**config.mk**
```make
export PLATFORM = sky130hd
export DESIGN_NAME = spi_subsystem
export DESIGN_NICKNAME = d
export VERILOG_FILES = /design/src/spi_pkg.sv /design/src/spi_master.sv /design/src/spi_slave.sv /design/src/spi_slave_array.sv /design/src/spi_subsystem.sv
export VERILOG_INCLUDE_DIRS = /design/src
export SDC_FILE = /design/constraint.sdc
export NUM_CORES = 1
export LEC_CHECK = 0
export ABC_CLOCK_PERIOD_IN_PS = 4300
export BUFFER_PORTS_ARGS = -buffer_cell sky130_fd_sc_hd__buf_2
export CAP_MARGIN = 20
export CORE_MARGIN = 8
export CORE_UTILIZATION = 60
export DETAILED_ROUTE_END_ITERATION = 8
export PLACE_DENSITY_LB_ADDON = 0.12
export REMOVE_ABC_BUFFERS = 1
export SLEW_MARGIN = 20
export SYNTH_ARGS = -nofsm -noshare
export SYNTH_HDL_FRONTEND = slang
export SYNTH_SLANG_ARGS = --single-unit
```
**constraint.sdc**
```tcl
create_clock -name clk -period 4.3 [get_ports clk]
set_clock_uncertainty 0.05 [all_clocks]
set_input_delay 0.43 -clock clk [delete_from_list [all_inputs] [get_ports clk]]
set_output_delay 0.43 -clock clk [all_outputs]
set_load 0.02 [all_outputs]
```
**src/spi_params.svh**
```systemverilog
`ifndef SPI_PARAMS_SVH
`define SPI_PARAMS_SVH

// Slaves on the shared bus, one select each
`define SPI_NUM_SLAVES 8

// Byte width, a frame is two bytes
`define SPI_DATA_W 8

// clk cycles per sclk half-period
`define SPI_CLK_DIV 4

// Register addresses per slave, the last one is the identity
`define SPI_NUM_REGS 4

`endif

```
**src/spi_pkg.sv**
```systemverilog
// Types shared by the SPI master, the register slaves and the testbench
package spi_pkg;

  // Opcode in bit 7 of the command byte
  typedef enum logic {
    CMD_WRITE = 1'b0,
    CMD_READ  = 1'b1
  } spi_cmd_t;

  // Master frame states
  typedef enum logic [2:0] {
    // Bus parked with all selects high
    ST_IDLE  = 3'd0,
    // Select low and first bit on mosi before any edge
    ST_SETUP = 3'd1,
    // Sixteen sclk periods of data
    ST_SHIFT = 3'd2,
    // Select still low after the last falling edge
    ST_HOLD  = 3'd3,
    // Select high gap, then completion
    ST_DONE  = 3'd4
  } spi_state_t;

endpackage

```
**src/spi_master.sv**
```systemverilog
`timescale 1ns/1ps
`include "spi_params.svh"

module spi_master (
  input  logic                               clk,
  input  logic                               rst,
  input  logic                               start,
  input  logic [$clog2(`SPI_NUM_SLAVES)-1:0] slave_sel,
  input  spi_pkg::spi_cmd_t                  cmd,
  input  logic [$clog2(`SPI_NUM_REGS)-1:0]   addr,
  input  logic [`SPI_DATA_W-1:0]             wdata,
  output logic                               busy,
  output logic                               done,
  output logic [`SPI_DATA_W-1:0]             rdata,
  output logic                               sclk,
  output logic [`SPI_NUM_SLAVES-1:0]         ss,
  output logic                               mosi,
  input  logic                               miso
);
  import spi_pkg::*;

  localparam int NS      = `SPI_NUM_SLAVES;
  localparam int DW      = `SPI_DATA_W;
  localparam int AW      = $clog2(`SPI_NUM_REGS);
  localparam int FRAME_W = 2 * DW;
  localparam int DIV_W   = (`SPI_CLK_DIV > 1) ? $clog2(`SPI_CLK_DIV) : 1;
  localparam int HALF_W  = $clog2(2 * FRAME_W);

  // Last half-period of the shift phase
  localparam logic [HALF_W-1:0] LAST_HALF = HALF_W'(2 * FRAME_W - 1);
  // First half-period whose rising edge carries a data bit
  localparam logic [HALF_W-1:0] RX_FIRST  = HALF_W'(FRAME_W);
  // Select high gap in half-periods
  localparam logic [HALF_W-1:0] GAP_HALF  = HALF_W'(2);
  localparam logic [DIV_W-1:0]  DIV_LAST  = DIV_W'(`SPI_CLK_DIV - 1);

  spi_state_t          state;
  logic [DIV_W-1:0]    div_cnt;
  logic [HALF_W-1:0]   half_cnt;
  logic                tick;
  logic [FRAME_W-1:0]  tx_shift;
  logic [DW-1:0]       rx_shift;
  logic [NS-1:0]       ss_sel;

  // End of a half-period
  assign tick = (div_cnt == DIV_LAST);

  // One low select for the addressed slave
  assign ss_sel = ~(NS'(1) << slave_sel);

  always_ff @(posedge clk) begin
    if (rst) begin
      state    <= ST_IDLE;
      div_cnt  <= '0;
      half_cnt <= '0;
      busy     <= 1'b0;
      done     <= 1'b0;
      rdata    <= '0;
      sclk     <= 1'b0;
      ss       <= '1;
      mosi     <= 1'b0;
    end else begin
      done    <= 1'b0;
      div_cnt <= tick ? '0 : div_cnt + 1'b1;
      case (state)
        ST_IDLE: begin
          div_cnt  <= '0;
          half_cnt <= '0;
          // Requests while busy never reach this branch
          if (start) begin
            state    <= ST_SETUP;
            busy     <= 1'b1;
            ss       <= ss_sel;
            // Command byte then write data, MSB first
            tx_shift <= {cmd, {(DW - 1 - AW){1'b0}}, addr, wdata};
            mosi     <= cmd;
          end
        end
        ST_SETUP: begin
          if (tick) begin
            state <= ST_SHIFT;
          end
        end
        ST_SHIFT: begin
          if (tick) begin
            sclk     <= ~sclk;
            half_cnt <= half_cnt + 1'b1;
            if (!half_cnt[0]) begin
              // Rising edge, sample miso in the second byte only
              if (half_cnt >= RX_FIRST) begin
                rx_shift <= {rx_shift[DW-2:0], miso};
              end
            end else begin
              // Falling edge, next bit onto mosi
              tx_shift <= {tx_shift[FRAME_W-2:0], 1'b0};
              mosi     <= tx_shift[FRAME_W-2];
            end
            if (half_cnt == LAST_HALF) begin
              state    <= ST_HOLD;
              half_cnt <= '0;
            end
          end
        end
        ST_HOLD: begin
          if (tick) begin
            state <= ST_DONE;
            ss    <= '1;
            mosi  <= 1'b0;
          end
        end
        ST_DONE: begin
          // Gap lets every slave see its select rise
          if (half_cnt == GAP_HALF) begin
            state <= ST_IDLE;
            busy  <= 1'b0;
            done  <= 1'b1;
            rdata <= rx_shift;
          end else if (tick) begin
            half_cnt <= half_cnt + 1'b1;
          end
        end
        default: begin
          state <= ST_IDLE;
          busy  <= 1'b0;
          ss    <= '1;
          sclk  <= 1'b0;
        end
      endcase
    end
  end

endmodule

```
**src/spi_slave.sv**
```systemverilog
`timescale 1ns/1ps
`include "spi_params.svh"

module spi_slave #(
  parameter logic [`SPI_DATA_W-1:0] slave_id = '0
) (
  input  logic clk,
  input  logic rst,
  input  logic sclk,
  input  logic ss_n,
  input  logic mosi,
  output logic miso
);
  import spi_pkg::*;

  localparam int DW    = `SPI_DATA_W;
  localparam int AW    = $clog2(`SPI_NUM_REGS);
  localparam int CNT_W = $clog2(2 * DW + 1);

  localparam logic [AW-1:0]    ID_ADDR    = AW'(`SPI_NUM_REGS - 1);
  localparam logic [CNT_W-1:0] CMD_LAST   = CNT_W'(DW - 1);
  localparam logic [CNT_W-1:0] DATA_FIRST = CNT_W'(DW);
  localparam logic [CNT_W-1:0] FRAME_LAST = CNT_W'(2 * DW - 1);

  logic             sclk_q;
  logic             sclk_qq;
  logic             sclk_rise;
  logic             sclk_fall;
  logic [CNT_W-1:0] bit_cnt;
  logic [DW-1:0]    rx_shift;
  logic [DW-1:0]    rx_next;
  logic [DW-1:0]    tx_shift;
  logic [DW-1:0]    rd_val;
  spi_cmd_t         cmd_op;
  logic [AW-1:0]    cmd_addr;
  // Read/write registers below the identity address
  logic [DW-1:0]    regs [`SPI_NUM_REGS-1];

  // Oversampled sclk edges
  assign sclk_rise = sclk_q & ~sclk_qq;
  assign sclk_fall = ~sclk_q & sclk_qq;

  // Byte including the bit sampled on this edge
  assign rx_next = {rx_shift[DW-2:0], mosi};

  // MSB of the shift register is on the wire even before the first edge
  assign miso = tx_shift[DW-1];

  // Read data for the address in the byte just completed
  always_comb begin
    if (rx_next[AW-1:0] == ID_ADDR) begin
      rd_val = slave_id;
    end else begin
      rd_val = regs[rx_next[AW-1:0]];
    end
  end

  always_ff @(posedge clk) begin
    if (rst) begin
      sclk_q  <= 1'b0;
      sclk_qq <= 1'b0;
    end else begin
      sclk_q  <= sclk;
      sclk_qq <= sclk_q;
    end
  end

  always_ff @(posedge clk) begin
    if (rst) begin
      bit_cnt  <= '0;
      cmd_op   <= CMD_WRITE;
      cmd_addr <= '0;
      tx_shift <= '0;
      for (int i = 0; i < `SPI_NUM_REGS - 1; i++) begin
        regs[i] <= '0;
      end
    end else if (ss_n) begin
      // Deselected, a partial frame is dropped here
      bit_cnt <= '0;
    end else begin
      if (sclk_rise) begin
        rx_shift <= rx_next;
        bit_cnt  <= bit_cnt + 1'b1;
        // Command byte complete
        if (bit_cnt == CMD_LAST) begin
          cmd_op   <= spi_cmd_t'(rx_next[DW-1]);
          cmd_addr <= rx_next[AW-1:0];
          if (spi_cmd_t'(rx_next[DW-1]) == CMD_READ) begin
            tx_shift <= rd_val;
          end
        end
        // Data byte complete, identity stays read-only
        if (bit_cnt == FRAME_LAST && cmd_op == CMD_WRITE && cmd_addr != ID_ADDR) begin
          regs[cmd_addr] <= rx_next;
        end
      end
      // Freshly loaded read data keeps its MSB for the first data bit
      if (sclk_fall && bit_cnt != DATA_FIRST) begin
        tx_shift <= {tx_shift[DW-2:0], 1'b0};
      end
    end
  end

endmodule

```
**src/spi_slave_array.sv**
```systemverilog
`timescale 1ns/1ps
`include "spi_params.svh"

module spi_slave_array (
  input  logic                       clk,
  input  logic                       rst,
  input  logic                       sclk,
  input  logic [`SPI_NUM_SLAVES-1:0] ss,
  input  logic                       mosi,
  output logic                       miso
);
  localparam int NS = `SPI_NUM_SLAVES;
  localparam int DW = `SPI_DATA_W;

  logic [NS-1:0] slave_miso;

  // Shared sclk and mosi, one select per slave
  for (genvar i = 0; i < NS; i++) begin : g_slave
    spi_slave #(
      .slave_id (DW'(i))
    ) slave_inst (
      .clk  (clk),
      .rst  (rst),
      .sclk (sclk),
      .ss_n (ss[i]),
      .mosi (mosi),
      .miso (slave_miso[i])
    );
  end

  // Lowest selected index wins
  // Scanned downward so the last hit is the lowest
  always_comb begin
    miso = 1'b0;
    for (int j = NS - 1; j >= 0; j--) begin
      if (!ss[j]) begin
        miso = slave_miso[j];
      end
    end
  end

endmodule

```
**src/spi_subsystem.sv**
```systemverilog
`timescale 1ns/1ps
`include "spi_params.svh"

module spi_subsystem (
  input  logic                               clk,
  input  logic                               rst,
  input  logic                               start,
  input  logic [$clog2(`SPI_NUM_SLAVES)-1:0] slave_sel,
  input  spi_pkg::spi_cmd_t                  cmd,
  input  logic [$clog2(`SPI_NUM_REGS)-1:0]   addr,
  input  logic [`SPI_DATA_W-1:0]             wdata,
  output logic                               busy,
  output logic                               done,
  output logic [`SPI_DATA_W-1:0]             rdata,
  output logic                               sclk,
  output logic [`SPI_NUM_SLAVES-1:0]         ss,
  output logic                               mosi
);
  // Return path from the selected slave
  logic miso;

  spi_master master_inst (
    .clk       (clk),
    .rst       (rst),
    .start     (start),
    .slave_sel (slave_sel),
    .cmd       (cmd),
    .addr      (addr),
    .wdata     (wdata),
    .busy      (busy),
    .done      (done),
    .rdata     (rdata),
    .sclk      (sclk),
    .ss        (ss),
    .mosi      (mosi),
    .miso      (miso)
  );

  spi_slave_array slave_array_inst (
    .clk  (clk),
    .rst  (rst),
    .sclk (sclk),
    .ss   (ss),
    .mosi (mosi),
    .miso (miso)
  );

endmodule

```
==> results.tsv <==
stage	metric	value	unit
yosys	Synth async-reset ratio	0	%
yosys	synthesized area divided by synthesized cell count	12.0	sq um
timing	Total Negative Setup Slacks	0	ps
yosys	main combinational cell family by area after synthesis	simple AND/OR/NAND/NOR gates	
route	Initial DRT Pass Iterations	8	
layout	total inserted antenna cells	0	
clocking	clock insertion delay at the later pin of the skew report	550	ps
yosys	Post-Synthesis Cells	1616	
layout	most common cell after layout, fill and taps aside	edfxtp_1	
route	Detailed Route WL	40100	um
die	Die Footprint	0.0383	sq mm
place	port buffer count	36	
layout	Fill cells	2313	
route	detail-routed via count per cell	6.07	
setup_path	reg-to-reg critical path startpoint	slave_array_inst.g_slave[0].slave_inst.sclk_q	
clocking	maximum count of clock buffers along a single path	3	
yosys	area share of fa/ha/maj cells after synthesis	1.81	%
grt	global-route usage over all layers	20.8	%
run_status	status	finished, final reports clean	
timing	actual transition at the worst max-transition pin	1000	ps
grt	vias in the first global route	12177	
yosys	area fraction of the dominant cell type after synthesis	42.1	%
yosys	synthesized-area fraction occupied by ao, oa, aoi and oai cells	9.82	%
die	Initial Util	61.2	%
place	global placement routability congestion	0.816	
grt	maximum number of pins on one net before global-route repair	63	
place	DP Worst Slack	1200	ps
hold_path	Hold Path Origin	cmd	
clocking	root cell of the clock tree	clkbuf_16	
clocking	TritonCTS clock tree	done	
layout	Area Overhead vs Synth	10.5	%
route	DRC violation count after routing	0	
job	max-cap violations	0	
setup_path	startpoint class of the critical path	flop	
power	maximum vdd ir drop	0.431	mV
die	core footprint	0.0316	sq mm
yosys	cell type with the largest total area after synthesis	edfxtp_1	
die	Die X	196	um
clocking	Num Clock Sinks	431	
clocking	number of CTS-inserted buffers	46	
timing	number of max-slew violations in the final report	0	
hold_path	endpoint of the worst hold-timing path	master_inst.mosi	
layout	ratio of cells with drive above 1 in the final layout	13.6	%
yosys	count of flip-flops with a built-in enable after synthesis	271	
route	routed length per placed instance	19.5	um
timing	number of setup violations in the final report	0	
yosys	yosys warns	0	
setup_path	critical path fanouts, max	15	
layout	Total Nets Final	1659	
layout	post-layout instance count excluding filler cells	2053	
setup_path	Worst setup EP type	flop	
yosys	post-synthesis simple-gate area fraction	19.6	%
route	Detail Route Antenna Nets	0	
yosys	post-synthesis register bit count	431	
clocking	hold-fix buffer count after cts	0	
power	total power density per cell area	424	mW/mm^2
yosys	cell area after synthesis	0.0194	sq mm
timing	final setup margin	1250	ps
timing	Slew HR	33.0	%
timing	unrepaired setup endpoints after global routing	false	
yosys	register area share after synthesis	58.6	%
layout	multi-input gate area in the final layout	0.00742	sq mm
timing	final hold violation count	0	
die	FP Rows	65	
setup_path	register-to-register path setup slack	1250	ps
place	cell total after placement	1965	
clocking	CTS resizes	0	
yosys	top cells by area, synth	edfxtp_1 (42%), dfxtp_1 (17%), and2_1 (5.2%)	
clocking	buffer count from post-CTS setup fixing	0	
grt	grt total ovfl	0	
setup_path	cell count of the worst reg-to-reg path	4	
hold_path	path class of the lowest-slack min-delay path	input port to flop	
timing	share of the clock period used by the worst path after layout	70.9	%
hold_path	worst hold path cell count	3	
layout	Layout Cell Area excl Fill	0.0214	sq mm
clocking	count of H-tree levels built during CTS	2	
route	iteration-0 DRC count of the detailed router	947	
setup_path	Required @ worst endpoint	4470	ps
route	DR vias	12467	
die	chip height	196	um
place	Detailed Place HPWL	26300	um
layout	storage element area	0.0113	sq mm
setup_path	data arrival at the endpoint of the critical path	3220	ps
yosys	commonest register cell after synthesis	edfxtp_1	
place	post-place instance area	0.0197	sq mm
yosys	count of distinct cell types in the synthesized netlist	70	
die	Top-Level Pins	37	
yosys	XOR/XNOR Fraction of Synth Area	1.22	%
clocking	CTS clk-pin slew, worst paths	60	ps
power	static power due to leakage	7.50	nW
yosys	proportion of synthesized area in mux cells	5.79	%
layout	commonest cells after routing, fill and taps aside	edfxtp_1 (271), and2_1 (160), dfxtp_1 (159), nor2_1 (106), mux2i_1 (77)	
timing	maximum clock frequency	0.328	GHz
setup_path	kind of critical path	flop to flop	
grt	global-route wire length before repair	64900	um
grt	initial antenna violation count	0	
timing	clock period minus final worst setup slack	3050	ps
## layout make-up
class | instances | share of cell area, %
Sequential cell | 431 | 53.0
Tap cell | 402 | 2.35
Inverter | 43 | 0.755
Clock buffer | 62 | 5.97
Clock inverter | 23 | 1.70
Multi-Input combinational cell | 1037 | 34.7
Timing Repair Buffer | 55 | 1.50
## worst max path at each step
stage	start	slack, ps	cells after the start	to
finish	slave_array_inst.g_slave[0].slave_inst.sclk_q	1250	4	flop
CTS	slave_array_inst.g_slave[0].slave_inst.sclk_q	1220	4	flop
detailed placement	rst	1200	5	flop
global placement	rst	1250	5	flop
floorplan	slave_array_inst.g_slave[0].slave_inst.sclk_q	-10	4	flop
global route	slave_array_inst.g_slave[0].slave_inst.sclk_q	990	4	flop
## cell usage after synthesis (all sizes together) (20+ instances only)
library cell	count
a21oi	58
a222oi	20
and2	160
and3	52
buf	37
clkbuf	68
dfxtp	160
edfxtp	271
ha	28
inv	40
mux2	31
mux2i	77
nand2	58
nand3	42
nor2	107
o21ai	46
o2bb2ai	27
o31ai	21
or2	26
or3	22
## per-stage QoR
| step | util (%) | power [mW] | hold WS (ps) |
|---|---|---|---|
| 6_report | 67.6 | 9.08 | 96.0 |
| 5_1_grt | 67.6 | 9.35 | 89.8 |
| 4_1_cts | 67.6 | 9.16 | 78.1 |
| 3_5_place_dp | 62.4 | 4.92 | 376 |
| 3_3_place_gp | 62.4 | 4.91 | 365 |
| 2_1_floorplan | - | 4.79 | 355 |
## power breakdown
part           leakage [nW]  internal [mW]  switching, mW
clock                 0.801           2.63           1.61
combinational          2.87          0.103          0.183
sequential             3.83           4.48         0.0665
## logic make-up (layout without fill, tap and decap cells)
family                   after synthesis  in the layout
multiplexers                         108            108
buffers and inverters                148            183
adder cells (fa/ha/maj)               28             28
XOR/XNOR                              27             27
AO/OA/AOI/OAI                        260            260
flip-flops                           431            431
AND/OR/NAND/NOR                      614            614
## state kept, by name, summed over array words and instances (netlist names)
signal                                        count
master_inst.busy                                  1
master_inst.div_cnt                               2
master_inst.done                                  1
master_inst.half_cnt                              5
master_inst.mosi                                  1
master_inst.rdata                                 8
master_inst.rx_shift                              8
master_inst.sclk                                  1
master_inst.ss                                    8
master_inst.state                                 3
master_inst.tx_shift                             15
slave_array_inst.g_slave.slave_inst.bit_cnt      40
slave_array_inst.g_slave.slave_inst.cmd_addr     16
slave_array_inst.g_slave.slave_inst.cmd_op        8
slave_array_inst.g_slave.slave_inst.regs        192
slave_array_inst.g_slave.slave_inst.rx_shift     56
slave_array_inst.g_slave.slave_inst.sclk_q        1
slave_array_inst.g_slave.slave_inst.sclk_qq       1
slave_array_inst.g_slave.slave_inst.tx_shift     64
## routing by layer
layer | routed length, um | share of wire (%) | GRT usage [%]
met1 | 17600 | 44 | 27.3
met2 | 19600 | 49 | 35.1
met3 | 1960 | 4.9 | 3.39
met4 | 913 | 2.3 | 6.06
met5 | 0 | 0 | 0
## worst max-delay path, cell delays in order, from the launching register on
cell and delay (ps):
dfxtp_1 620, nor3b_2 870, nand3_1 400, nor3b_2 440, or2_1 350
Note: power is estimated with default switching activity, not from simulation.
